$ cat config.mk
export PLATFORM = sky130hd
export DESIGN_NAME = sya_skew
export DESIGN_NICKNAME = d
export VERILOG_FILES = /design/src/rtl/sya_pkg.sv /design/src/rtl/sya_skew.sv
export SDC_FILE = /design/constraint.sdc
export NUM_CORES = 1
export LEC_CHECK = 0
export BUFFER_PORTS_ARGS = -buffer_cell sky130_fd_sc_hd__buf_2
export CELL_PAD_IN_SITES_DETAIL_PLACEMENT = 1
export CELL_PAD_IN_SITES_GLOBAL_PLACEMENT = 2
export CORE_UTILIZATION = 35
export CTS_CLUSTER_DIAMETER = 30
export DETAILED_ROUTE_END_ITERATION = 12
export HOLD_SLACK_MARGIN = 0.1
export PLACE_DENSITY = 0.85
export SLEW_MARGIN = 20
export SYNTH_ARGS = -nofsm -noshare
export SYNTH_HDL_FRONTEND = slang
export SYNTH_SLANG_ARGS = --single-unit
$ cat constraint.sdc
create_clock -name clk -period 3.6 [get_ports clk]
set_input_delay 1.08 -clock clk [delete_from_list [all_inputs] [get_ports clk]]
set_output_delay 1.08 -clock clk [all_outputs]
set_load 0.03 [all_outputs]
$ cat src/rtl/sya_pkg.sv
//==========================================================================
// Geometry, data widths and shared types of the systolic matrix engine.
// Imported by every RTL block and by the testbench.
//==========================================================================
package sya_pkg;

    //==========================================================================
    // Array geometry and widths
    //==========================================================================
    localparam int NUM_ROW       = 4;
    localparam int NUM_COL       = 4;
    localparam int ROW_SEL_WIDTH = $clog2(NUM_ROW);

    localparam int ACT_WIDTH  = 8;
    localparam int WGT_WIDTH  = 8;
    localparam int CHN_WIDTH  = 16;
    // Wide enough for K full-scale products
    localparam int PSUM_WIDTH = ACT_WIDTH + WGT_WIDTH + CHN_WIDTH;
    localparam int ADDR_WIDTH = 16;

    // Zero beats that carry the last real beat into the far corner PE
    localparam int FLUSH_CYCLES = NUM_ROW + NUM_COL - 1;

    //==========================================================================
    // Data types
    //==========================================================================
    typedef logic signed [ACT_WIDTH-1:0]  act_t;
    typedef logic signed [WGT_WIDTH-1:0]  wgt_t;
    typedef logic signed [PSUM_WIDTH-1:0] psum_t;

    typedef act_t  [NUM_ROW-1:0] act_vec_t;
    typedef wgt_t  [NUM_COL-1:0] wgt_vec_t;
    typedef psum_t [NUM_COL-1:0] psum_row_t;
    typedef logic  [NUM_COL-1:0][ACT_WIDTH-1:0] ofm_row_t;

    typedef logic [ADDR_WIDTH-1:0] addr_t;
    typedef logic [CHN_WIDTH-1:0]  chn_t;

    // Controller sequence, one job per pass
    typedef enum logic [1:0] {
        IDLE,
        COMP,
        FLUSH,
        DRAIN
    } sya_state_e;

endpackage

$ cat src/rtl/sya_skew.sv
//==========================================================================
// Input skew. Activation row r and weight column c are delayed by r and
// c steps so that equal channel indices meet at each PE.
//==========================================================================
module sya_skew (
    input  logic              clk,
    input  logic              rst_n,
    input  logic              step,
    input  logic              zero_in,
    input  sya_pkg::act_vec_t act_in,
    input  sya_pkg::wgt_vec_t wgt_in,
    output sya_pkg::act_vec_t act_w,
    output sya_pkg::wgt_vec_t wgt_n
);
    import sya_pkg::*;

    localparam int LANES = NUM_ROW + NUM_COL;

    // Activation lanes low, weight lanes high, all one byte wide
    logic [LANES-1:0][ACT_WIDTH-1:0] lane_in;
    logic [LANES-1:0][ACT_WIDTH-1:0] lane_out;

    assign lane_in        = zero_in ? '0 : {wgt_in, act_in};
    assign {wgt_n, act_w} = lane_out;

    for (genvar i = 0; i < LANES; i++) begin : g_lane
        localparam int DEPTH = (i < NUM_ROW) ? i : i - NUM_ROW;
        if (DEPTH == 0) begin : g_direct
            assign lane_out[i] = lane_in[i];
        end else begin : g_delay
            logic [ACT_WIDTH-1:0] taps [DEPTH];
            always_ff @(posedge clk or negedge rst_n) begin
                if (!rst_n) begin
                    for (int s = 0; s < DEPTH; s++) begin
                        taps[s] <= '0;
                    end
                end else if (step) begin
                    taps[0] <= lane_in[i];
                    for (int s = 1; s < DEPTH; s++) begin
                        taps[s] <= taps[s-1];
                    end
                end
            end
            assign lane_out[i] = taps[DEPTH-1];
        end
    end

endmodule

* Word-level counts from Yosys, hierarchy flattened *
Cells that the tools add are included.

storage, ports and cells
  input bits = 68
  flip-flop bits (word level) = 96
  word-level logic and storage cells = 13

cells by class
  muxes and demuxes = 1

operator list
  cell                number
  64-bit two-way mux  1

* Depth between registers and ports, before layout *
  depth after elaboration = 1
  gate-level depth with buffers = 5
  depth with buffers taken out = 2

* Worst setup path after synthesis *
No wires, ideal clock.

  path type = input port to output port
  start point = in zero_in
  end point = out act_w[7] in the netlist's numbering
  setup slack = 0.876 ns
  stages = 3
  arrival time = 1.644 ns
  cells stage by stage = clkbuf_1 and2b_1 buf_4

RTL lines
  item                RTL line        source
  start: declaration  sya_skew.sv:9   input logic zero_in,
  end: declaration    sya_skew.sv:12  output sya_pkg::act_vec_t act_w,

==> results.md <==
- Run status: finished, final reports clean
- Fraction of the mapped netlist area in adder cells: 0%
- CTS tree: done
- Worst reg2reg setup slack: 2830 ps
- Syn_area_per_cell: 11.6 um2
- Post-DR wirelength/cell: 13.3 um
- Signed area change from the synthesized netlist to the final layout: 16.6%
- Count of nets after finishing: 519
- Hold-fix buffer count after cts: 0
- Setup TNS: 0 ps
- Largest family of logic cells by synthesized area: buffers and inverters
- Post-DR vias/cell: 4.47
- Fill cell total of the finished layout: 1,343
- Std cell rows: 40
- Gr usage total: 13.8%
- Cell variety after synth: 13
- Hold Path Stages: 1
- Switching power summed over all nets: 720 uW
- Number of global-route vias before repair: 2,929
- Type of the worst min-delay path: register to register
- Worst R2R Start: act_w[16]
- I/O pin count: 132
- Fraction of power spent switching nets: 27.4%
- Data arrival, critical path: 1940 ps
- Final cycle utilization of the critical path: 83.8%
- Compound-cell area share of the yosys netlist: 5.53%
- Reported max-cap violation count: 0
- Initial Util: 36.0%
- Final max-slew violation count: 0
- H-tree levels: 3
- Worst setup startpoint: zero_in
- Total clock sinks: 96
- Multiplexer share of the synthesized area: 12.4%
- Synthesis-stage register bit count: 96
- Internal power contribution: 1910 uW
- Clock tree root buffer cell: clkbuf_16
- Post-synthesis cell count: 374
- Endpoint required time on the critical path: 2520 ps
- Die Span Y: 113 um
- Unrepaired setup endpoints after global routing: no
- Portion of the post-synthesis area used by sequential elements: 55.3%
- Most common cell after layout, fill and taps aside: buf_2
- Share of post-route cells with drive strength above 1: 43.5%
- Critical hold path startpoint: act_w[30]
- Number of gates resized after CTS: 0
- Number of vias in the routed layout: 2,782
- Synth warn: 0
- Horizontal extent of the die: 113 um
- Min cycle time layout: 3020 ps
- Share of the synthesized netlist area taken by xor and xnor gates: 0%
- Terminating pin of the worst hold path: act_w[30]
- Overflow left after global routing: 0
- Type of destination of the critical path: output port
- Detailed Route WL: 8.30 mm
- Maximum number of pins on one net before global-route repair: 60
- Sequential group share of total power: 47.3%
- Total leakage power: 0.00257 uW
- Worst relative slew slack: 57.7%
- Worst setup SP type: input pin
- Non-filler instance count after layout: 623
- Count of placed standard cells including taps: 608
- Total CTS buffers: 9
- Most frequent cells in the layout: buf_2, dfrtp_1, mux2_2, inv_1, nand3b_1
- Part of the power in combinational logic: 17.3%
- Setup bufs post-CTS: 0
- Core area: 12,100 um2
- Number of diodes: 0
- Antenna violations before repair: 0
- Category of the critical setup timing path: input pin to output port
- Drt first pass iters: 4
- Number of buffers inserted by port buffering: 131
- Global placement routability congestion: 0.679
- Total setup violations reported at the end of the flow: 0
- Antenna Nets Post-Route: 0
- Simple-gate area share of the yosys netlist: 10.8%
- Worst Reg-to-Reg Cells: 1
- Clock transition at path regs: 60 ps
- Power per cell area: 520 nW/um2
- Die ar.: 12,900 um2
- Largest driver fanout on the critical path: 34
- Insertion delay to the later sink of the worst-skew pair: 330 ps
- Synthesized netlist net count: 442
- Max clock buf depth: 2
- Starting DRT DRC Count: 65
- Pin slew with the least headroom to its limit: 634 ps
- Endpoints failing hold: 0
- Critical register-to-register path endpoint: act_w[16]
- Wire length of the first global-routing pass: 13.9 mm
- Clock share of power: 35.5%
- Worst IR drop on VDD: 187 uV
- Synthesized area: 4350 um2
- DRC violation count after routing: 0
- Clock skew: 4.29 ps
- Maximum clock frequency: 0.331 GHz
- Final HPWL DP: 5.76 mm
==> routing by layer <==
metal / routed length, um / up-vias / track usage [%]
li1: - / 1319 / -
met1: 3750 / 1361 / 17.8
met2: 3870 / 91 / 22.0
met3: 515 / 11 / 3.45
met4: 165 / 0 / 6.58
met5: 0 / - / 0
==> layout make-up <==
type	instances	area, um2	area share (%)
flip-flops and latches	96	2400	47.4
multi-input cells	160	1250	24.7
repair buffers	136	736	14.5
clock buffers	11	243	4.79
well taps	168	210	4.15
inverters	48	180	3.56
clock inverters	4	45.0	0.889
==> power groups by stage <==
stage / registers, uW / clock network [uW] / logic [uW]
2_1_floorplan: 1280 / 0 / 361
3_3_place_gp: 1260 / 0 / 453
3_5_place_dp: 1270 / 0 / 465
4_1_cts: 1250 / 973 / 466
5_1_grt: 1260 / 1010 / 497
6_report: 1240 / 933 / 455
==> worst max-delay path, cell delays in order <==
cell,delay (ps)
buf_2,440
and2b_1,250
buf_2,170
==> flip-flops by register name, summed over array words and instances, names as in the netlist <==
name                 count
g_lane.g_delay.taps     64
wgt_n                   16
act_w                   16
==> how the worst max path moves through the flow <==
stage	cells after the start	slack [ps]	to
4_1_cts	3	570	act_w[7]
3_3_place_gp	3	600	act_w[0]
2_1_floorplan	3	880	act_w[7]
6_report	3	580	act_w[7]
5_1_grt	3	500	act_w[0]
3_5_place_dp	3	580	act_w[7]
==> logic make-up (layout without fill, tap and decap cells) <==
group                  after synthesis  count (layout)
buffers and inverters              118             199
flip-flops                          96              96
AND/OR/NAND/NOR                     64              64
AO/OA/AOI/OAI                       48              48
multiplexers                        48              48
==> metrics by stage <==
step / total power [uW] / setup WS, ps / utilization [%] / cell area, um2 / hold slack (ps)
floorplan: 1640 / 876 / - / 4350 / 475
global placement: 1710 / 600 / 39.6 / 4780 / 484
detailed placement: 1730 / 579 / 39.6 / 4780 / 491
CTS: 2690 / 572 / 42.0 / 5070 / 506
global route: 2770 / 499 / 42.0 / 5070 / 520
finish: 2630 / 583 / 42.0 / 5070 / 502
==> synth_stat cells <==
cell type | count | area share [%]
buf_4 | 54 | 9.3
nand3b_1 | 48 | 8.3
clkbuf_2 | 1 | 0.12
o21ai_1 | 7 | 0.81
dfrtp_1 | 96 | 55
inv_1 | 48 | 4.1
clkbuf_1 | 8 | 0.69
nor2b_1 | 8 | 1.2
buf_2 | 1 | 0.12
mux2_2 | 48 | 12
o21ai_0 | 41 | 4.7
and2b_1 | 8 | 1.4
buf_6 | 6 | 1.6
Note: power is estimated with default switching activity, not from simulation.
