`src/rtl/sya_pkg.sv`:
```
//==========================================================================
// Geometry, data widths and shared types of the systolic matrix engine.
// Imported by every RTL block and by the testbench.
//==========================================================================
package sya_pkg;

    //==========================================================================
    // Array geometry and widths
    //==========================================================================
    localparam int NUM_ROW       = 4;
    localparam int NUM_COL       = 4;
    localparam int ROW_SEL_WIDTH = $clog2(NUM_ROW);

    localparam int ACT_WIDTH  = 8;
    localparam int WGT_WIDTH  = 8;
    localparam int CHN_WIDTH  = 16;
    // Wide enough for K full-scale products
    localparam int PSUM_WIDTH = ACT_WIDTH + WGT_WIDTH + CHN_WIDTH;
    localparam int ADDR_WIDTH = 16;

    // Zero beats that carry the last real beat into the far corner PE
    localparam int FLUSH_CYCLES = NUM_ROW + NUM_COL - 1;

    //==========================================================================
    // Data types
    //==========================================================================
    typedef logic signed [ACT_WIDTH-1:0]  act_t;
    typedef logic signed [WGT_WIDTH-1:0]  wgt_t;
    typedef logic signed [PSUM_WIDTH-1:0] psum_t;

    typedef act_t  [NUM_ROW-1:0] act_vec_t;
    typedef wgt_t  [NUM_COL-1:0] wgt_vec_t;
    typedef psum_t [NUM_COL-1:0] psum_row_t;
    typedef logic  [NUM_COL-1:0][ACT_WIDTH-1:0] ofm_row_t;

    typedef logic [ADDR_WIDTH-1:0] addr_t;
    typedef logic [CHN_WIDTH-1:0]  chn_t;

    // Controller sequence, one job per pass
    typedef enum logic [1:0] {
        IDLE,
        COMP,
        FLUSH,
        DRAIN
    } sya_state_e;

endpackage

```
`src/rtl/sya_isa_pkg.sv`:
```
//==========================================================================
// Layout of the configuration word accepted by the engine.
// Fields are packed from the top of the word down.
//==========================================================================
package sya_isa_pkg;

    localparam int SHIFT_WIDTH = 5;
    localparam int ZP_WIDTH    = 8;

    //==========================================================================
    // Field positions, LSB of each field
    //==========================================================================
    // zp sits at the bottom, ofm base at the top
    localparam int ZP_LSB    = 0;
    localparam int SHIFT_LSB = ZP_LSB + ZP_WIDTH;
    localparam int CHN_LSB   = SHIFT_LSB + SHIFT_WIDTH;
    localparam int WGT_LSB   = CHN_LSB + sya_pkg::CHN_WIDTH;
    localparam int ACT_LSB   = WGT_LSB + sya_pkg::ADDR_WIDTH;
    localparam int OFM_LSB   = ACT_LSB + sya_pkg::ADDR_WIDTH;

    // 77 bits with the default widths
    localparam int CFG_WIDTH = OFM_LSB + sya_pkg::ADDR_WIDTH;

    typedef logic [SHIFT_WIDTH-1:0] shift_t;
    typedef logic [ZP_WIDTH-1:0]    zp_t;

endpackage

```
`src/rtl/sya_drain.sv`:
```
//==========================================================================
// Result drain. Walks the array row by row after a flush, applies ReLU
// and requantization, and writes each row to output base plus row.
//==========================================================================
module sya_drain (
    input  logic                              clk,
    input  logic                              rst_n,
    input  logic                              drain_start,
    input  sya_pkg::addr_t                    ofm_base,
    input  sya_isa_pkg::shift_t               shift,
    input  sya_isa_pkg::zp_t                  zp,
    input  sya_pkg::psum_row_t                row_psum,
    output logic [sya_pkg::ROW_SEL_WIDTH-1:0] row_sel,
    output logic                              drain_done,
    output sya_pkg::ofm_row_t                 ofm_wr_dat,
    output sya_pkg::addr_t                    ofm_wr_addr,
    output logic                              ofm_wr_vld,
    input  logic                              ofm_wr_rdy
);
    import sya_pkg::*;

    logic  wr_hs;
    logic  last_row;
    psum_t scaled [NUM_COL];

    assign wr_hs      = ofm_wr_vld & ofm_wr_rdy;
    assign last_row   = (row_sel == ROW_SEL_WIDTH'(NUM_ROW - 1));
    assign drain_done = wr_hs & last_row;

    //==========================================================================
    // ReLU and requantization
    //==========================================================================
    // Negative sums clamp to zero, others keep 8 bits at the shift and add zp
    always_comb begin
        for (int c = 0; c < NUM_COL; c++) begin
            scaled[c] = row_psum[c] >>> shift;
            if (row_psum[c][PSUM_WIDTH-1]) begin
                ofm_wr_dat[c] = '0;
            end else begin
                ofm_wr_dat[c] = scaled[c][ACT_WIDTH-1:0] + zp;
            end
        end
    end

    // Row sequencing, one row per write handshake
    always_ff @(posedge clk or negedge rst_n) begin
        if (!rst_n) begin
            ofm_wr_vld  <= 1'b0;
            row_sel     <= '0;
            ofm_wr_addr <= '0;
        end else if (drain_start) begin
            ofm_wr_vld  <= 1'b1;
            row_sel     <= '0;
            ofm_wr_addr <= ofm_base;
        end else if (wr_hs) begin
            ofm_wr_vld  <= !last_row;
            row_sel     <= last_row ? '0 : row_sel + 1'b1;
            ofm_wr_addr <= ofm_wr_addr + 1'b1;
        end
    end

    // Frozen array keeps a stalled row unchanged until it is taken
    a_row_hold: assert property (@(posedge clk) disable iff (!rst_n)
        ofm_wr_vld && !ofm_wr_rdy |=>
            ofm_wr_vld && $stable(ofm_wr_dat) && $stable(ofm_wr_addr));

endmodule

```
`config.mk`:
```
export PLATFORM = sky130hd
export DESIGN_NAME = sya_drain
export DESIGN_NICKNAME = d
export VERILOG_FILES = /design/src/rtl/sya_pkg.sv /design/src/rtl/sya_isa_pkg.sv /design/src/rtl/sya_drain.sv
export SDC_FILE = /design/constraint.sdc
export NUM_CORES = 1
export LEC_CHECK = 0
export ABC_AREA = 1
export BUFFER_PORTS_ARGS = -buffer_cell sky130_fd_sc_hd__buf_2
export CAP_MARGIN = 20
export CORE_MARGIN = 3
export CORE_UTILIZATION = 35
export CTS_BUF_LIST = sky130_fd_sc_hd__clkbuf_2 sky130_fd_sc_hd__clkbuf_4 sky130_fd_sc_hd__clkbuf_8
export DETAILED_ROUTE_END_ITERATION = 6
export PLACE_DENSITY = 0.68
export SLEW_MARGIN = 20
export SYNTH_ARGS = -nofsm -noshare
export SYNTH_HDL_FRONTEND = slang
export SYNTH_SLANG_ARGS = --single-unit
```
`constraint.sdc`:
```
create_clock -name clk -period 4.6 [get_ports clk]
set_input_delay 1.15 -clock clk [delete_from_list [all_inputs] [get_ports clk]]
set_output_delay 1.15 -clock clk [all_outputs]
set_load 0.02 [all_outputs]
```
* Word level (Yosys, flattened, before mapping) *
Index checks and enable logic that the tools add are counted.

word-level totals
  bits in registers = 19
  word-level logic and storage cells = 29
  bits of input ports = 161
  output and inout bits = 52

cells by class
  bitwise gates (word level) = 2
  eq/ne operators = 1
  mux-type cells = 11
  add/subtract/negate cells = 6
  reductions and logical operators = 2
  shift-type cells = 4

operators with widths
  kind                   count
  $sshr 32x5->8          4
  $add 8x8->8            4
  $mux 16                2
  $mux 8                 4
  $add 16x1->16 const B  1
  $mux 2                 3
  $add 2x1->2 const B    1
  $and 1x1->1            2
  $eq 2x2->1 const B     1
  $mux 1                 2
  $reduce_bool 2->1      1
  $logic_not 1->1        1

* Longest topological paths before layout *
  depth after elaboration = 4
  mapped depth = 23
  gate-level depth less buffers = 21

* Worst setup path after synthesis *
OpenSTA, ideal clock, no wires.

  path kind = input port to output port
  start point = input port shift[1]
  end point = output port ofm_wr_dat[22] (netlist name)
  slack = -0.208 ns
  arrival time = 3.658 ns
  data required time = 3.450 ns
  stages = 19
  buffers on the path = 3
  path through = buf_2 inv_2 buf_4 buf_4 o21ai_0 nand2_1 nand3_1 nand2_1 a21oi_1 a31oi_1 ha_1 fa_1 nand2_1 inv_1 o21ai_0 nand2_1 a21oi_1 o21ai_0 a21oi_1

RTL lines
  element      RTL line         text
  from (decl)  sya_drain.sv:10  input sya_isa_pkg::shift_t shift,
  to (decl)    sya_drain.sv:15  output sya_pkg::ofm_row_t ofm_wr_dat,

==> flow_results.xml <==
<?xml version="1.0" encoding="UTF-8"?>
<metrics>
  <group name="clock_tree">
    <metric name="cts_num_sinks" unit="">19</metric>
    <metric name="clock_latency" unit="ps">260</metric>
    <metric name="clk_root_buffer_cell" unit="">clkbuf_8</metric>
    <metric name="number_of_clock_buffers_inserted_by_tritoncts" unit="">3</metric>
    <metric name="max-clock-path-buffers" unit="">2</metric>
    <metric name="post_cts_hold_buffer_count" unit="">0</metric>
    <metric name="tritoncts" unit="">done</metric>
    <metric name="clk_transition_reported_paths" unit="ps">70</metric>
    <metric name="h_tree_levels" unit="">1</metric>
  </group>
  <group name="detailed_routing">
    <metric name="topRoutingLayerUsed" unit="">met4</metric>
    <metric name="drt-wirelength-per-cell" unit="µm">17.7</metric>
    <metric name="initialDrtViolationCount" unit="">1005</metric>
    <metric name="routed-via-count" unit="">11842</metric>
    <metric name="drc" unit="">3</metric>
    <metric name="dr_wl_met3" unit="µm">2780</metric>
    <metric name="dr_wl_met2" unit="µm">18200</metric>
    <metric name="wirelength" unit="µm">37300</metric>
    <metric name="detail_route.vias_per_cell" unit="">5.64</metric>
    <metric name="wl_met1" unit="µm">14000</metric>
    <metric name="detail_route.first_pass.iterations" unit="">7</metric>
    <metric name="final_antenna_violating_net_count" unit="">0</metric>
  </group>
  <group name="cells_and_area">
    <metric name="layout_commonest_cell" unit="">nand2_1</metric>
    <metric name="most-common-layout-cells" unit="">454 x nand2_1, 277 x buf_4, 187 x nand3_1</metric>
    <metric name="layout-area-overhead-vs-synth" unit="%">72.8</metric>
    <metric name="nNetsFinal" unit="">2029</metric>
    <metric name="layout.core_utilization" unit="%">62.4</metric>
    <metric name="post_route_cells_drive_above_1_share" unit="%">42.7</metric>
    <metric name="fill_cells" unit="">1787</metric>
  </group>
  <group name="timing">
    <metric name="relSlewSlack" unit="%">52.9</metric>
    <metric name="peak_freq" unit="GHz">0.199</metric>
    <metric name="ratio_of_final_minimum_period_to_clock_period" unit="%">109</metric>
    <metric name="fin_worst_skew" unit="ps">8.66</metric>
    <metric name="final-hold-violation-count" unit="">0</metric>
    <metric name="max_slew.worst_pin.slew" unit="ps">703</metric>
    <metric name="setup_viol" unit="">19</metric>
    <metric name="report.final.slew_viol_count" unit="">0</metric>
    <metric name="rsz0062_at_grt" unit="">yes</metric>
    <metric name="fin_crit" unit="ps">5040</metric>
    <metric name="postLayoutSetupSlackWorst" unit="ps">-435</metric>
  </group>
  <group name="power_and_ir_drop">
    <metric name="power.share.clock" unit="%">5.6</metric>
    <metric name="vdd_drop_max" unit="mV">0.108</metric>
    <metric name="cell_int_power" unit="mW">1.08</metric>
    <metric name="power.switching" unit="mW">1.07</metric>
    <metric name="power.leakage" unit="nW">6.19</metric>
    <metric name="comb_power_share" unit="%">84.2</metric>
    <metric name="seq_power_share" unit="%">10.2</metric>
    <metric name="cellPowerDensity" unit="nW/µm²">174</metric>
    <metric name="switching_share" unit="%">49.8</metric>
  </group>
  <group name="global_route">
    <metric name="via_count_of_the_first_global_routing_pass" unit="">11218</metric>
    <metric name="total_routing_usage_gr" unit="%">30.3</metric>
    <metric name="global_route.overflow_total" unit="">0</metric>
    <metric name="pin_count_of_the_biggest_net_entering_global_routing" unit="">73</metric>
    <metric name="antenna_found_initial" unit="">0</metric>
    <metric name="grt_pass1_wl" unit="µm">55100</metric>
  </group>
  <group name="critical_path">
    <metric name="timing.critical_path.to_type" unit="">output port</metric>
    <metric name="crit_path_category" unit="">in2out</metric>
    <metric name="worstSetupStartpointType" unit="">input pin</metric>
    <metric name="timing.critical_path.arrival" unit="ps">3890</metric>
    <metric name="critPathRequiredTime" unit="ps">3450</metric>
    <metric name="path_max_fanout" unit="">17</metric>
  </group>
  <group name="die">
    <metric name="fp-row-count" unit="">51</metric>
    <metric name="die_area" unit="µm²">22200</metric>
    <metric name="coreArea" unit="µm²">19800</metric>
    <metric name="chipHeight" unit="µm">149</metric>
    <metric name="ioPinCount" unit="">213</metric>
    <metric name="floorplan.initialDensity" unit="%">36.1</metric>
    <metric name="dieWidth" unit="µm">149</metric>
  </group>
  <group name="place">
    <metric name="preCtsSetupSlack" unit="ps">-506</metric>
    <metric name="place.gp.congestion" unit="">0.994</metric>
    <metric name="io_buffers" unit="">212</metric>
    <metric name="dp_hpwl" unit="µm">26800</metric>
  </group>
  <group name="outcome">
    <metric name="run_status" unit="">complete, but fails checks</metric>
    <metric name="violations" unit="">design-rule violations, negative setup slack</metric>
  </group>
  <group name="yosys">
    <metric name="post_synth_instance_area" unit="µm²">7150</metric>
    <metric name="async_reset_ff_share" unit="%">100</metric>
    <metric name="netlist_instances" unit="">1400</metric>
    <metric name="ys_warn_count" unit="">0</metric>
    <metric name="post_synth_edffs" unit="">0</metric>
    <metric name="ys_types" unit="">43</metric>
    <metric name="synth_seq_area_share" unit="%">6.65</metric>
    <metric name="synth-main-ff-cell" unit="">dfrtp_1</metric>
    <metric name="synth.net_count" unit="">1595</metric>
    <metric name="syn_area_cell" unit="µm²">5.10</metric>
    <metric name="synth-seq-cells" unit="">19</metric>
  </group>
  <group name="min_path">
    <metric name="min-delay-path-class" unit="">reg2reg</metric>
  </group>
  <group name="flow_run">
    <metric name="maxCapViolations" unit="">0</metric>
  </group>
</metrics>
==> worst max-delay path, stage by stage <==
cell       delay (ps)
clkbuf_16         140
buf_12            140
buf_16            150
nand2_1            80
nand2_1            90
nand2_1            80
o21ai_1           100
o211ai_1          180
nand2_1            90
a21oi_2           130
a21oi_2            60
ha_2              200
fa_2              350
nand2_2            80
inv_2              50
o21ai_2           130
nand2_2            90
a21oi_2           160
o21ai_2            80
o21ai_1           150
a21oi_2            50
buf_4             150
==> cell families after synthesis <==
kind of cell | Yosys count | share of synthesized area [%]
compound gates | 365 | 27.8
xor+xnor | 11 | 1.35
fa+ha+maj | 34 | 6.37
buf+inv | 159 | 10.0
flops | 19 | 6.65
mux | 8 | 1.12
simple gates | 804 | 46.7
==> synthesized netlist by cell type (5+ instances only) <==
cell	n	area share, %
nand2_1	515	27
nand3_1	204	14
a21oi_1	160	11
o21ai_0	117	8.2
nor2_1	57	3.0
inv_1	55	2.9
clkbuf_1	37	1.9
ha_1	30	5.3
buf_2	29	2.0
o21ai_1	26	1.8
dfrtp_1	19	6.7
buf_1	17	0.89
o211ai_1	17	1.8
buf_4	14	1.5
a22oi_1	11	1.2
or2_2	10	0.88
a31oi_1	8	0.70
mux2i_1	8	1.1
xor2_1	6	0.74
and2_1	5	0.44
o21a_1	5	0.53
o31ai_1	5	0.53
xnor2_1	5	0.61
==> final timing paths <==
path                                             start                         end  slack, ps  cells after the start
worst max-delay path                          shift[0]              ofm_wr_dat[14]       -440                     22
min in group asynchronous                        rst_n  ofm_wr_addr[6]$_DFFE_PN0P_        820                      1
worst min register to register  ofm_wr_vld$_DFFE_PN0P_      ofm_wr_vld$_DFFE_PN0P_        510                      2
max in group asynchronous                        rst_n      row_sel[0]$_DFFE_PN0P_       3470                      1
worst max register to register  ofm_wr_vld$_DFFE_PN0P_  ofm_wr_addr[1]$_DFFE_PN0P_       2730                      6
worst min-delay path            ofm_wr_vld$_DFFE_PN0P_      ofm_wr_vld$_DFFE_PN0P_        510                      2
==> registers in the layout, summed over array words and instances, names as in the netlist <==
register     flops
ofm_wr_vld       1
row_sel          2
ofm_wr_addr     16
==> what timing repair did <==
item / 4_1_cts / 5_1_grt
buffers inserted: 32 / 24
resized for setup: 204 / 208
pin swaps: 64 / 91
gates cloned: 9 / 3
endpoints found under the setup margin: 26 / 28
==> metrics by stage <==
stage / power (mW) / cells / setup TNS (ps) / hold WS (ps) / area (µm²)
after CTS: 1.93 / 2072 / -3790 / 513 / 11400
after floorplan: 0.987 / 1400 / -20.9 / 593 / 7210
final: 2.14 / 2099 / -4550 / 510 / 12400
after detailed placement: 1.61 / 2031 / -7750 / 494 / 10300
after global placement: 1.59 / 2031 / -7170 / 485 / 10300
after global routing: 2.30 / 2098 / -7450 / 530 / 12400
==> power groups by stage <==
stage	combinational (mW)	clock (mW)	sequential [mW]
detailed placement	1.38	0	0.222
global route	1.95	0.130	0.223
finish	1.81	0.119	0.220
CTS	1.58	0.122	0.219
floorplan	0.741	0	0.246
global placement	1.37	0	0.220
==> metal layers <==
layer / GRT usage, % / up-vias
li1: - / 5644
met2: 54.6 / 683
met1: 35.8 / 5351
met5: 0 / -
met3: 3.19 / 164
met4: 14.2 / 0
==> layout make-up <==
type / instances / area, µm² / share of cell area, %
clock buffer: 3 / 41.3 / 0.334
antenna: 1 / 2.50 / 0.0203
inverter: 58 / 236 / 1.91
clock inverter: 1 / 5.00 / 0.0405
tap: 265 / 332 / 2.68
timing repair buffer: 530 / 4230 / 34.3
multi-input combinational: 1222 / 7030 / 56.9
sequential: 19 / 475 / 3.85
Power figures use the tool's default switching activity.
