--- src/rtl/sya_pkg.sv ---
//==========================================================================
// Geometry, data widths and shared types of the systolic matrix engine.
// Imported by every RTL block and by the testbench.
//==========================================================================
package sya_pkg;

    //==========================================================================
    // Array geometry and widths
    //==========================================================================
    localparam int NUM_ROW       = 4;
    localparam int NUM_COL       = 4;
    localparam int ROW_SEL_WIDTH = $clog2(NUM_ROW);

    localparam int ACT_WIDTH  = 8;
    localparam int WGT_WIDTH  = 8;
    localparam int CHN_WIDTH  = 16;
    // Wide enough for K full-scale products
    localparam int PSUM_WIDTH = ACT_WIDTH + WGT_WIDTH + CHN_WIDTH;
    localparam int ADDR_WIDTH = 16;

    // Zero beats that carry the last real beat into the far corner PE
    localparam int FLUSH_CYCLES = NUM_ROW + NUM_COL - 1;

    //==========================================================================
    // Data types
    //==========================================================================
    typedef logic signed [ACT_WIDTH-1:0]  act_t;
    typedef logic signed [WGT_WIDTH-1:0]  wgt_t;
    typedef logic signed [PSUM_WIDTH-1:0] psum_t;

    typedef act_t  [NUM_ROW-1:0] act_vec_t;
    typedef wgt_t  [NUM_COL-1:0] wgt_vec_t;
    typedef psum_t [NUM_COL-1:0] psum_row_t;
    typedef logic  [NUM_COL-1:0][ACT_WIDTH-1:0] ofm_row_t;

    typedef logic [ADDR_WIDTH-1:0] addr_t;
    typedef logic [CHN_WIDTH-1:0]  chn_t;

    // Controller sequence, one job per pass
    typedef enum logic [1:0] {
        IDLE,
        COMP,
        FLUSH,
        DRAIN
    } sya_state_e;

endpackage

--- src/rtl/sya_isa_pkg.sv ---
//==========================================================================
// Layout of the configuration word accepted by the engine.
// Fields are packed from the top of the word down.
//==========================================================================
package sya_isa_pkg;

    localparam int SHIFT_WIDTH = 5;
    localparam int ZP_WIDTH    = 8;

    //==========================================================================
    // Field positions, LSB of each field
    //==========================================================================
    // zp sits at the bottom, ofm base at the top
    localparam int ZP_LSB    = 0;
    localparam int SHIFT_LSB = ZP_LSB + ZP_WIDTH;
    localparam int CHN_LSB   = SHIFT_LSB + SHIFT_WIDTH;
    localparam int WGT_LSB   = CHN_LSB + sya_pkg::CHN_WIDTH;
    localparam int ACT_LSB   = WGT_LSB + sya_pkg::ADDR_WIDTH;
    localparam int OFM_LSB   = ACT_LSB + sya_pkg::ADDR_WIDTH;

    // 77 bits with the default widths
    localparam int CFG_WIDTH = OFM_LSB + sya_pkg::ADDR_WIDTH;

    typedef logic [SHIFT_WIDTH-1:0] shift_t;
    typedef logic [ZP_WIDTH-1:0]    zp_t;

endpackage

--- src/rtl/sya_ctrl.sv ---
//==========================================================================
// Job controller. Latches a configuration word, issues the K read
// address pairs, counts returned beats, then flushes the array and
// hands over to the drain stage.
//==========================================================================
module sya_ctrl (
    input  logic                              clk,
    input  logic                              rst_n,
    input  logic                              cfg_vld,
    output logic                              cfg_rdy,
    input  logic [sya_isa_pkg::CFG_WIDTH-1:0] cfg_info,
    output sya_pkg::addr_t                    act_rd_addr,
    output logic                              act_rd_addr_vld,
    input  logic                              act_rd_addr_rdy,
    output sya_pkg::addr_t                    wgt_rd_addr,
    output logic                              wgt_rd_addr_vld,
    input  logic                              wgt_rd_addr_rdy,
    input  logic                              act_rd_dat_vld,
    input  logic                              wgt_rd_dat_vld,
    output logic                              act_rd_dat_rdy,
    output logic                              wgt_rd_dat_rdy,
    output logic                              step,
    output logic                              zero_in,
    output logic                              acc_clear,
    output logic                              drain_start,
    input  logic                              drain_done,
    output sya_pkg::addr_t                    ofm_base,
    output sya_isa_pkg::shift_t               shift,
    output sya_isa_pkg::zp_t                  zp
);
    import sya_pkg::*;
    import sya_isa_pkg::*;

    localparam int FLUSH_CNT_WIDTH = $clog2(FLUSH_CYCLES);

    sya_state_e                 state;
    sya_state_e                 state_nxt;
    addr_t                      act_base;
    addr_t                      wgt_base;
    chn_t                       chn_k;
    chn_t                       iss_cnt;
    chn_t                       rcv_cnt;
    logic [FLUSH_CNT_WIDTH-1:0] flush_cnt;
    logic                       cfg_hs;
    logic                       addr_req;
    logic                       addr_hs;
    logic                       beat;
    logic                       last_beat;
    logic                       flush_end;

    assign cfg_rdy   = (state == IDLE);
    assign cfg_hs    = cfg_vld & cfg_rdy;
    assign acc_clear = cfg_hs;

    always_ff @(posedge clk) begin
        if (cfg_hs) begin
            ofm_base <= cfg_info[OFM_LSB +: ADDR_WIDTH];
            act_base <= cfg_info[ACT_LSB +: ADDR_WIDTH];
            wgt_base <= cfg_info[WGT_LSB +: ADDR_WIDTH];
            chn_k    <= cfg_info[CHN_LSB +: CHN_WIDTH];
            shift    <= cfg_info[SHIFT_LSB +: SHIFT_WIDTH];
            zp       <= cfg_info[ZP_LSB +: ZP_WIDTH];
        end
    end

    //==========================================================================
    // Read address and data handshakes
    //==========================================================================
    // Each address valid waits on the other side's ready so the pair moves together
    assign addr_req        = (state == COMP) && (iss_cnt < chn_k);
    assign act_rd_addr_vld = addr_req & wgt_rd_addr_rdy;
    assign wgt_rd_addr_vld = addr_req & act_rd_addr_rdy;
    assign addr_hs         = addr_req & act_rd_addr_rdy & wgt_rd_addr_rdy;
    assign act_rd_addr     = act_base + iss_cnt;
    assign wgt_rd_addr     = wgt_base + iss_cnt;

    assign act_rd_dat_rdy = (state == COMP) && (rcv_cnt < chn_k);
    assign wgt_rd_dat_rdy = act_rd_dat_rdy;
    assign beat           = act_rd_dat_rdy & act_rd_dat_vld & wgt_rd_dat_vld;
    assign last_beat      = beat && (rcv_cnt == chn_k - 1'b1);

    assign flush_end   = (state == FLUSH) &&
                         (flush_cnt == FLUSH_CNT_WIDTH'(FLUSH_CYCLES - 1));
    assign step        = beat | (state == FLUSH);
    assign zero_in     = (state == FLUSH);
    assign drain_start = flush_end;

    //==========================================================================
    // State machine and counters
    //==========================================================================
    always_comb begin
        case (state)
            IDLE:    state_nxt = cfg_hs ? COMP : IDLE;
            COMP:    state_nxt = last_beat ? FLUSH : COMP;
            FLUSH:   state_nxt = flush_end ? DRAIN : FLUSH;
            DRAIN:   state_nxt = drain_done ? IDLE : DRAIN;
            default: state_nxt = IDLE;
        endcase
    end

    always_ff @(posedge clk or negedge rst_n) begin
        if (!rst_n) begin
            state     <= IDLE;
            iss_cnt   <= '0;
            rcv_cnt   <= '0;
            flush_cnt <= '0;
        end else begin
            state <= state_nxt;
            if (cfg_hs) begin
                iss_cnt <= '0;
                rcv_cnt <= '0;
            end else begin
                if (addr_hs) begin
                    iss_cnt <= iss_cnt + 1'b1;
                end
                if (beat) begin
                    rcv_cnt <= rcv_cnt + 1'b1;
                end
            end
            flush_cnt <= (state == FLUSH) ? flush_cnt + 1'b1 : '0;
        end
    end

    // A waiting address pair keeps its request and addresses until accepted
    a_addr_hold: assert property (@(posedge clk) disable iff (!rst_n)
        addr_req && !addr_hs |=> addr_req && $stable(act_rd_addr) && $stable(wgt_rd_addr));

    // A real beat always answers an address pair already issued
    a_step_source: assert property (@(posedge clk) disable iff (!rst_n)
        step |-> zero_in || (rcv_cnt < iss_cnt));

endmodule

--- config.mk ---
export PLATFORM = sky130hd
export DESIGN_NAME = sya_ctrl
export DESIGN_NICKNAME = d
export VERILOG_FILES = /design/src/rtl/sya_pkg.sv /design/src/rtl/sya_isa_pkg.sv /design/src/rtl/sya_ctrl.sv
export SDC_FILE = /design/constraint.sdc
export NUM_CORES = 1
export LEC_CHECK = 0
export BUFFER_PORTS_ARGS = -buffer_cell sky130_fd_sc_hd__clkbuf_2
export CAP_MARGIN = 20
export CORE_UTILIZATION = 59
export CTS_CLUSTER_DIAMETER = 200
export DETAILED_ROUTE_END_ITERATION = 6
export PLACE_DENSITY = 0.95
export SLEW_MARGIN = 10
export SYNTH_ARGS = -nofsm -noshare
export SYNTH_HDL_FRONTEND = slang
export SYNTH_SLANG_ARGS = --single-unit
export TNS_END_PERCENT = 50
--- constraint.sdc ---
create_clock -name clk -period 10.1 [get_ports clk]
set_input_delay 1.515 -clock clk [delete_from_list [all_inputs] [get_ports clk]]
set_output_delay 1.515 -clock clk [all_outputs]
set_load 0.02 [all_outputs]
=== Word-level counts from Yosys, hierarchy flattened ===
Index checks and enable logic that the tools add are counted.

* Register bits: 114
* Output and inout port bits: 70

* Reduce and logical (&&, ||, !) cells: 7
* Order comparisons: 2
* Equal/unequal tests: 5
* Bitwise operators: 7
* Add/sub/neg operators: 6
* Muxes and demuxes: 10

{| class="wikitable"
|+ Operators by type and width
! kind !! count
|-
| $mux W16 || 4
|-
| $add A16 B1 Y16 const B || 2
|-
| $add A16 B16 Y16 || 2
|-
| $lt A16 B16 Y1 || 2
|-
| $eq A16 B16 Y1 || 1
|-
| $sub A16 B1 Y16 const B || 1
|-
| $pmux W2 S4 || 1
|-
| $and A1 B1 Y1 || 6
|-
| $eq A2 B2 Y1 const B || 2
|-
| $logic_and A1 B1 Y1 || 4
|-
| $mux W2 || 2
|-
| $reduce_bool A2 Y1 || 2
|-
| $add A3 B1 Y3 const B || 1
|-
| $eq A3 B3 Y1 const B || 1
|-
| $mux W3 || 1
|-
| $eq A2 B1 Y1 const B || 1
|-
| $logic_not A2 Y1 || 1
|-
| $mux W1 || 2
|-
| $or A1 B1 Y1 || 1
|}

=== Depth between registers and ports, before layout ===
Gate-level depths: netlist (run 1).

* Word-level depth: 7
* Depth in mapped cells: 10
* Mapped depth without buffers: 10

=== Worst setup path before layout (run 1) ===
No wires, ideal clock.

* Path type: input to output
* Start point: input port cfg_vld
* End point: output port acc_clear
* Arrival time: 4.290 ns
* Path buffers: 1
* Stages: 3
* Data required time: 8.585 ns
* Slack: 4.295 ns
* Cells stage by stage: nand2_1 -> clkinv_1 -> clkbuf_1

* Word-level cells in the longest chain between the ends: 1

{| class="wikitable"
|+ RTL lines
! item !! line !! RTL
|-
| from (decl) || sya_ctrl.sv:9 || <nowiki>input logic cfg_vld,</nowiki>
|-
| $and A1 B1 Y1 || sya_ctrl.sv:52 || <nowiki>assign cfg_hs = cfg_vld & cfg_rdy;</nowiki>
|-
| to (decl) || sya_ctrl.sv:24 || <nowiki>output logic acc_clear,</nowiki>
|}

Every way passes these cells.

=== Final worst setup path (run 1) ===
Same ends and word-level chain as after synthesis.

==> results of run 1 <==
[worst max-delay path, cell delays in order]
cell      delay (ns)
clkbuf_2        0.08
nand2_1         0.49
clkinv_2        0.82
clkbuf_2        0.38
[metrics by stage]
step / cell area, um^2 / setup WS, ns / hold WS (ns) / std cells / power [mW]
final: 8310 / 5.27 / 0.463 / 941 / 1.54
after global routing: 8310 / 5.15 / 0.515 / 941 / 1.60
after CTS: 8300 / 5.26 / 0.461 / 940 / 1.54
after detailed placement: 7650 / 5.29 / 0.454 / 908 / 0.878
after global placement: 7650 / 5.38 / 0.445 / 908 / 0.857
after floorplan: 6750 / 4.30 / 0.432 / 624 / 0.771
[synth_stat cells (9+ instances only)]
| library cell | count | area share |
|---|---|---|
| nand3_1 | 19 | 0.014 |
| ha_1 | 66 | 0.12 |
| nand4_1 | 13 | 0.012 |
| xnor2_1 | 42 | 0.055 |
| xor2_1 | 13 | 0.017 |
| inv_1 | 37 | 0.021 |
| nand2_1 | 40 | 0.022 |
| dfrtp_1 | 37 | 0.14 |
| edfxtp_1 | 77 | 0.34 |
| a21oi_1 | 44 | 0.033 |
| a21o_1 | 13 | 0.014 |
| nand2b_1 | 13 | 0.012 |
| o21ai_0 | 22 | 0.016 |
| o211ai_1 | 9 | 0.010 |
| nor2_1 | 42 | 0.023 |
| nor3_1 | 12 | 0.0089 |
| and3_1 | 11 | 0.010 |
[cell type report]
type,count,area share
multi-input cells,461,0.399
flip-flops and latches,114,0.390
repair buffers,156,0.0945
clock buffers,20,0.0537
clock inverters,12,0.0245
well taps,140,0.0211
inverters,38,0.0173
[layer usage]
metal  vias up  wire length [um]  global-route usage
met4         0               461               0.136
met1      2733              6660               0.348
met2       278              8780               0.519
met3        47              1380               0.102
li1       2648                 -                   -
met5         -                 0                   0
[power groups by stage]
stage	clock network, mW	logic, mW	registers, mW
3_5_place_dp	0	0.302	0.576
2_1_floorplan	0	0.204	0.567
5_1_grt	0.687	0.338	0.572
3_3_place_gp	0	0.284	0.573
4_1_cts	0.666	0.308	0.568
6_report	0.664	0.308	0.569
[kinds of logic (layout without fill, tap and decap cells)]
logic type,count (synthesis),in the layout
adders and majority gates,68,68
AOI/OAI and AO/OA,135,135
and+or+nand+nor,195,195
xor gates and xnor gates,55,55
muxes,8,8
DFF,114,114
buffers and inverters,49,226
[worst max path at each step]
| stage | from | cells past startpoint | slack (ns) | end |
|---|---|---|---|---|
| final | cfg_vld | 4 | 5.27 | acc_clear |
| after global routing | cfg_vld | 4 | 5.15 | acc_clear |
| after CTS | cfg_vld | 4 | 5.26 | acc_clear |
| after detailed placement | cfg_vld | 4 | 5.29 | acc_clear |
| after global placement | cfg_vld | 4 | 5.38 | acc_clear |
| after floorplan | cfg_vld | 3 | 4.30 | acc_clear |
[registers in the layout (all words and copies together) (netlist names), 5 cells and up]
| register | flops |
|---|---|
| iss_cnt | 16 |
| rcv_cnt | 16 |
| zp | 8 |
| chn_k | 16 |
| act_base | 16 |
| ofm_base | 16 |
| shift | 5 |
| wgt_base | 16 |
==> impl_metrics.env, run 1 <==
export IMPL_run_status="finished clean"
export IMPL_root_buffer="clkbuf_16"
export IMPL_die_area_um2=11900
export IMPL_layout_common_cells="clkbuf_2 (154), edfxtp_1 (77), ha_1 (66)"
export IMPL_required_ns=8.59
export IMPL_clock_fmax_mhz=207
export IMPL_yosys_area_share_adder=0.128
export IMPL_gp_congestion=0.900
export IMPL_finalSetupTns_ns=0
export IMPL_worstHoldPathType="reg2reg"
export IMPL_p_int_mw=1.09
export IMPL_synthMuxAreaShare=0.0119
export IMPL_n_antenna_cell=0
export IMPL_reg2reg_from="state[0]"
export IMPL_synth_cell_type_count=61
export IMPL_cts_inserted_buffers=17
export IMPL_seq_area_um2=3240
export IMPL_final_common_cell="clkbuf_2"
export IMPL_p_sw_frac=0.290
export IMPL_maxSlewViolCount=0
export IMPL_ys_warnings_count=0
export IMPL_dr_total_vias=5706
export IMPL_clock_sinks=114
export IMPL_whs_path_depth=1
export IMPL_rows=38
export IMPL_start_util=0.614
export IMPL_hold_end="flush_cnt[0]"
export IMPL_synth_seq_cells=114
export IMPL_clock_latency_ns=0.42
export IMPL_crit_path_start_kind="input pin"
export IMPL_fin_crit_ns=4.83
export IMPL_viasPerCell=6.06
export IMPL_core_area_um2=11000
export IMPL_synth_ff_type="edfxtp_1"
export IMPL_power_density_nw_per_um2=185
export IMPL_synth_edf_count=77
export IMPL_drive_gt1_frac=0.245
export IMPL_ios=155
export IMPL_yosysSeqAreaShare=0.480
export IMPL_wl_per_cell_um=18.4
export IMPL_wirelength_um=17300
export IMPL_syn_inst=624
export IMPL_grtUsageTotal=0.306
export IMPL_cts_hold_buf=0
export IMPL_grt_pass1_vias=5742
export IMPL_syn_cell_area_um2=6750
export IMPL_syn_avg_cell_area_um2=10.8
export IMPL_synth_xor_area_frac=0.0714
export IMPL_reg2reg_slack_ns=6.83
export IMPL_post_cts_resize_count=0
export IMPL_synth_top_family_by_area="simple AND/OR/NAND/NOR gates"
export IMPL_hpwl_um=12300
export IMPL_path_class="in2out"
export IMPL_cts_buffer_depth=2
export IMPL_synthesis_nets=777
export IMPL_ant_nets=0
export IMPL_synth_compound_area_frac=0.127
export IMPL_htreeDepth=4
export IMPL_firstDrtPassIters=7
export IMPL_p_leak_nw=3.83
export IMPL_drc=0
export IMPL_clkPwrFrac=0.431
export IMPL_skew_ns=0.00813
export IMPL_final_nets=941
export IMPL_r2r_worst_path_cells=6
export IMPL_cts_tree="done"
export IMPL_nFillCells=714
export IMPL_cts_post_setup_buffers_inserted=0
export IMPL_die_width_um=109
export IMPL_rsz0062_at_grt="false"
export IMPL_crit_fanout=50
export IMPL_drv_cap=0
export IMPL_post_route_util=0.757
export IMPL_grt_max_degree=57
export IMPL_drt_initial_drc_count=424
export IMPL_rr_endpoint="iss_cnt[6]"
export IMPL_cp_arrival_ns=3.32
export IMPL_switchingPower_mw=0.447
export IMPL_synthSimpleGateAreaFrac=0.153
export IMPL_hold_viol=0
export IMPL_grt_remaining_overflow=0
export IMPL_grt_pass1_wl_um=27000
export IMPL_synthToLayoutAreaGrowth_pct=23.2
export IMPL_vdd_ir_drop_worst_v=0.000169
export IMPL_pwr_share_seq=0.369
export IMPL_worst_pin_slew_ns=0.981
export IMPL_antenna_found_initial=0
export IMPL_period_share=0.479
export IMPL_postSynth_asyncResetShare=0.325
export IMPL_max_slew_margin=0.346
export IMPL_setup_viol=0
export IMPL_numPortBuffers=154
export IMPL_pwr_share_comb=0.200
export IMPL_critPathCaptureType="output pin"
export IMPL_hold_start="flush_cnt[0]"
export IMPL_clkSlewWorstSetupHoldPaths_ns=0.05
export IMPL_die_h_um=109
export IMPL_multi_input_area_um2=3320
Note: power is estimated with default switching activity, not from simulation.
==> inputs of run 2 (changes only) <==
Settings changed: CORE_UTILIZATION 59 to 55, PLACE_DENSITY 0.95 to 0.91.
Clock period 10.1 ns to 5 ns, I/O delays scaled along.
==> run 2 against run 1 <==
Net effect: critical path depth grew 4; power grew 95%; clock-buffer cell count shrank 2; first-iteration DRC count shrank 19%; cell count grew 1.1%; clock power grew 87%; worst setup slack lost 4.2 ns; largest power group unchanged; combinational power grew 100%; critical endpoint is now wgt_rd_addr[15]; flip-flop and latch count is the same; worst hold slack lost 0.18 ns.
==> impl_metrics.env, run 2 (same netlist as run 1, synthesis figures left out) <==
export IMPL_run_status="finished clean"
export IMPL_hold_viol=0
export IMPL_crit_path_start_kind="register"
export IMPL_maxSlewViolCount=0
export IMPL_crit_buf_inv=1
export IMPL_drive_gt1_frac=0.249
export IMPL_required_ns=4.25
export IMPL_clock_fmax_mhz=255
export IMPL_grtUsageTotal=0.267
export IMPL_gp_congestion=0.865
export IMPL_crit_family="compound AO/OA/AOI/OAI gates"
export IMPL_cts_inserted_buffers=17
export IMPL_vdd_ir_drop_worst_v=0.000281
export IMPL_rows=40
export IMPL_hpwl_um=11700
export IMPL_grt_remaining_overflow=0
export IMPL_htreeDepth=4
export IMPL_use_met3=0.0761
export IMPL_layout_common_cells="clkbuf_2 (154), edfxtp_1 (77), ha_1 (66)"
export IMPL_n_antenna_cell=0
export IMPL_post_place_ws_ns=1.68
export IMPL_grt_pass1_vias=5479
export IMPL_grt_max_degree=47
export IMPL_dr_total_vias=5604
export IMPL_grt_pass1_wl_um=26000
export IMPL_die_width_um=113
export IMPL_wirelength_um=16300
export IMPL_start_util=0.564
export IMPL_slowest_delay_ns=0.51
export IMPL_postPlaceCellArea_um2=7680
export IMPL_numPortBuffers=154
export IMPL_drv_cap=0
export IMPL_timing_final_ws_setup_ns=1.08
export IMPL_power_density_nw_per_um2=361
export IMPL_wl_per_cell_um=17.1
export IMPL_cts_buffer_depth=2
export IMPL_crit_fanout=7
export IMPL_die_area_um2=12700
export IMPL_post_cts_resize_count=0
export IMPL_grt_busiest_layer="met2"
export IMPL_cts_hold_buf=0
export IMPL_design_area_um2=8320
export IMPL_synthToLayoutAreaGrowth_pct=23.3
export IMPL_cts_tree="done"
export IMPL_final_common_cell="clkbuf_2"
export IMPL_path_class="reg2out"
export IMPL_worst_pin_slew_ns=0.783
export IMPL_ant_nets=0
export IMPL_final_nets=944
export IMPL_drt_initial_drc_count=342
export IMPL_rsz0062_at_grt="false"
export IMPL_critPathLaunch="iss_cnt[5]"
export IMPL_fin_crit_ns=3.92
export IMPL_worstHoldPathType="in2async"
export IMPL_critPathCaptureType="output pin"
export IMPL_antenna_found_initial=0
export IMPL_core_area_um2=12000
export IMPL_die_h_um=113
export IMPL_skew_ns=0.00957
export IMPL_firstDrtPassIters=5
export IMPL_grtUsageMet1=0.328
export IMPL_root_buffer="clkbuf_16"
export IMPL_crit_slowest_cell="o41ai_1"
export IMPL_reg2reg_from="chn_k[13]"
export IMPL_clock_latency_ns=0.42
export IMPL_post_route_util=0.696
export IMPL_ios=155
export IMPL_setup_viol=0
export IMPL_clkSlewWorstSetupHoldPaths_ns=0.06
export IMPL_period_share=0.784
export IMPL_p_leak_nw=3.84
export IMPL_path_common_cell="o21ai_0"
export IMPL_cts_post_setup_buffers_inserted=0
export IMPL_drc=0
export IMPL_finalSetupTns_ns=0
export IMPL_max_slew_margin=0.478
export IMPL_viasPerCell=5.89
export IMPL_clock_sinks=114
export IMPL_cp_arrival_ns=3.17
export IMPL_hold_slack_ns=0.286
export IMPL_crit_chain="ha_1, or3_1, o21ai_0, o21bai_1, o21ai_0, o41ai_1, xnor2_1, clkbuf_2"
export IMPL_grt_util_met2=0.434
==> run 2: per-layer routing <==
layer | vias to the layer above | routed length (um)
met2 | 268 | 7750
li1 | 2658 | -
met3 | 46 | 1260
met4 | 0 | 508
met1 | 2632 | 6750
met5 | - | 0
==> run 2: final timing paths <==
kind                            slack [ns]  cells after the start              end
worst max-delay path                  1.08                      8  wgt_rd_addr[15]
worst min-delay path                  0.29                      1       rcv_cnt[9]
worst max register to register        1.82                      9         state[0]
worst min register to register        0.46                      1     flush_cnt[0]
max in group asynchronous             4.23                      2       iss_cnt[1]
min in group clk                      0.46                      1     flush_cnt[0]
==> run 2: area by class of cell <==
cell class,count,area [um^2]
inverters,38,144
repair buffers,159,828
multi-input cells,461,3320
well taps,147,184
flip-flops and latches,114,3240
clock inverters,14,178
clock buffers,18,429
fillers,855,3640
==> run 2: per-stage QoR <==
stage          std cells  power [mW]
2_1_floorplan        624        1.56
3_3_place_gp         917        1.74
3_5_place_dp         917        1.76
4_1_cts              949        3.01
5_1_grt              951        3.13
6_report             951        3.00
==> run 2: where the power goes <==
group	total, mW	switching [mW]	internal (mW)
Combinational	0.623	0.376	0.246
Sequential	1.14	0.0733	1.07
Clock	1.24	0.452	0.790
Total	3.00	0.901	2.10
==> run 2: worst register-to-register path, cell delays in order (launching register included) <==
cell and delay, ns:
edfxtp_1 0.42, inv_1 0.11, ha_1 0.25, a21o_1 0.16, a21oi_1 0.14, nor2b_1 0.07, or4_1 0.68, nor2_1 0.54
nand4_1 0.27, a311o_1 0.42
==> inputs of run 3 (changes only) <==
Settings changed: ABC_AREA set to 1, CORE_UTILIZATION 55 to 56.
Clock period 5 ns to 3.7 ns, I/O delays scaled along.
==> run 3 against run 2 <==
Net effect: worst setup slack lost 0.72 ns; critical path depth up 2; wire length up 11%; flip-flop and latch count is the same; global-route usage grew 1.5 points; largest power group is now registers.
==> impl_metrics.env, run 3 <==
export IMPL_synth_top_area_frac=0.312
export IMPL_maxSlewViolCount=0
export IMPL_slowest_delay_ns=0.47
export IMPL_worst_pin_slew_ns=0.703
export IMPL_synth_cell_type_count=42
export IMPL_nFillCells=931
export IMPL_synth_ff_type="edfxtp_1"
export IMPL_cts_buffer_depth=2
export IMPL_rr_endpoint="state[0]"
export IMPL_skew_ns=0.0105
export IMPL_power_density_nw_per_um2=584
export IMPL_p_leak_nw=4.35
export IMPL_synth_seq_cells=114
export IMPL_crit_path_start_kind="register"
export IMPL_clock_fmax_mhz=299
export IMPL_viasPerCell=5.57
export IMPL_dr_total_vias=6461
export IMPL_grt_pass1_wl_um=29100
export IMPL_fin_crit_ns=3.34
export IMPL_hold_viol=0
export IMPL_vdd_ir_drop_worst_v=0.000401
export IMPL_die_width_um=117
export IMPL_cts_inserted_buffers=17
export IMPL_worstHoldPathType="in2async"
export IMPL_path_class="reg2out"
export IMPL_htreeDepth=4
export IMPL_gp_congestion=0.896
export IMPL_required_ns=3.14
export IMPL_numPortBuffers=154
export IMPL_synthToLayoutAreaGrowth_pct=20.6
export IMPL_path_common_cell="o21ai_1"
export IMPL_yosys_top_cells_count="nand2_1 (164), edfxtp_1 (77), inv_1 (76), nand3_1 (68), ha_1 (66)"
export IMPL_firstDrtPassIters=7
export IMPL_rows=41
export IMPL_drv_cap=0
export IMPL_grt_util_met2=0.467
export IMPL_post_cts_resize_count=0
export IMPL_clkSlewWorstSetupHoldPaths_ns=0.05
export IMPL_start_util=0.579
export IMPL_syn_inst=810
export IMPL_layout_common_cells="nand2_1 (164), clkbuf_2 (154), edfxtp_1 (77)"
export IMPL_setup_viol=0
export IMPL_grt_busiest_layer="met2"
export IMPL_multi_input_area_um2=3760
export IMPL_syn_avg_cell_area_um2=9.14
export IMPL_max_slew_margin=0.531
export IMPL_root_buffer="clkbuf_16"
export IMPL_reg2reg_slack_ns=1.28
export IMPL_die_h_um=117
export IMPL_finalSetupTns_ns=0
export IMPL_ant_nets=0
export IMPL_cts_tree="done"
export IMPL_drc=0
export IMPL_n_antenna_cell=0
export IMPL_clock_sinks=114
export IMPL_critPathCaptureType="output pin"
export IMPL_wirelength_um=18100
export IMPL_synth_edf_count=77
export IMPL_crit_fanout=6
export IMPL_cts_hold_buf=0
export IMPL_reg2reg_from="chn_k[7]"
export IMPL_final_common_cell="nand2_1"
export IMPL_period_share=0.903
export IMPL_grt_max_degree=49
export IMPL_synthTopCellsByArea="edfxtp_1 (31%), dfrtp_1 (13%), ha_1 (11%), nand2_1 (8.3%), xor2_1 (5.3%)"
export IMPL_wl_per_cell_um=15.6
export IMPL_run_status="finished clean"
export IMPL_yosysMostFrequentCell="nand2_1"
export IMPL_cts_post_setup_buffers_inserted=0
export IMPL_drive_gt1_frac=0.241
export IMPL_syn_cell_area_um2=7400
export IMPL_yosysSeqAreaShare=0.438
export IMPL_crit_slowest_cell="dfrtp_1"
export IMPL_hpwl_um=13000
export IMPL_synth_top_area_cell="edfxtp_1"
export IMPL_seq_area_um2=3240
export IMPL_use_met3=0.0649
export IMPL_grtUsageTotal=0.282
export IMPL_cp_arrival_ns=2.79
export IMPL_post_route_util=0.699
export IMPL_postSynth_asyncResetShare=0.325
export IMPL_crit_chain="ha_1, inv_1, fa_1, o21ai_1, a21oi_2, nor2_1, o21ai_1, o21ai_1, xor2_1, clkbuf_2"
export IMPL_clock_latency_ns=0.43
export IMPL_final_nets=1129
export IMPL_critPathLaunch="iss_cnt[0]"
export IMPL_ios=155
export IMPL_synthesis_nets=963
export IMPL_grt_remaining_overflow=0
export IMPL_grt_pass1_vias=6202
export IMPL_grtUsageMet1=0.344
export IMPL_die_area_um2=13700
export IMPL_rsz0062_at_grt="false"
export IMPL_antenna_found_initial=0
export IMPL_r2r_worst_path_cells=14
export IMPL_drt_initial_drc_count=555
export IMPL_core_area_um2=12800
export IMPL_ys_warnings_count=0
## run 3: cell count changes in the layout (fill, tap and decap cells not counted), moves of 13 or more
| cell | delta |
|---|---|
| nand2_1 | +124 |
| xnor2_1 | -23 |
| xor2_1 | +32 |
| nand3_1 | +49 |
| inv_1 | +38 |
| nand2b_1 | -13 |
## run 3: critical path: cells and delay by family, from the launching register on
kind / cells / cell delay (ns)
flip-flops: 1 / 0.47
AO/OA/AOI/OAI: 4 / 0.71
AND/OR/NAND/NOR: 1 / 0.13
adder cells (fa/ha/maj): 2 / 0.64
buffers and inverters: 2 / 0.26
XOR/XNOR: 1 / 0.17
## run 3: area by class of cell
type | count | area share
timing repair buffer | 159 | 0.0920
inverter | 87 | 0.0367
sequential | 114 | 0.363
clock inverter | 11 | 0.0129
multi-input combinational | 597 | 0.421
tap | 172 | 0.0241
clock buffer | 21 | 0.0505
## run 3: per-stage QoR
stage / worst slack, ns / cell area (um^2) / std cells / total power, mW / hold slack (ns)
detailed placement: 0.863 / 8340 / 1128 / 3.61 / 0.450
CTS: 0.413 / 8900 / 1160 / 5.21 / 0.289
global placement: 0.987 / 8340 / 1128 / 3.54 / 0.444
global route: 0.217 / 8920 / 1161 / 5.49 / 0.0453
finish: 0.358 / 8920 / 1161 / 5.21 / 0.0197
floorplan: 0.999 / 7400 / 810 / 3.08 / 0.259
## run 3: power by group
| group | internal (mW) | switching, mW |
|---|---|---|
| sequential | 1.61 | 0.211 |
| clock | 0.999 | 0.589 |
| combinational | 0.611 | 1.19 |
| total | 3.22 | 1.99 |
## run 3: kinds of logic (layout without fill, tap and decap cells)
logic type,Yosys count,after routing,synth area share
flip-flops,114,114,0.438
XOR/XNOR,64,64,0.0757
AND/OR/NAND/NOR,358,358,0.233
buffers and inverters,99,278,0.0549
AO/OA/AOI/OAI,107,107,0.0815
adder cells (fa/ha/maj),68,68,0.117
## run 3: how the worst max path moves through the flow
stage,endpoint,slack (ns),cells after the start
floorplan,acc_clear,1.0,4
global route,act_rd_addr[12],0.22,10
global placement,act_rd_addr[12],0.99,10
CTS,act_rd_addr[12],0.41,10
detailed placement,wgt_rd_addr[12],0.86,10
finish,act_rd_addr[12],0.36,10
## run 3: routing by layer
metal / up-vias / wire, um
li1: 3104 / -
met1: 2951 / 7360
met2: 335 / 8840
met3: 71 / 1280
met4: 0 / 647
met5: - / 0
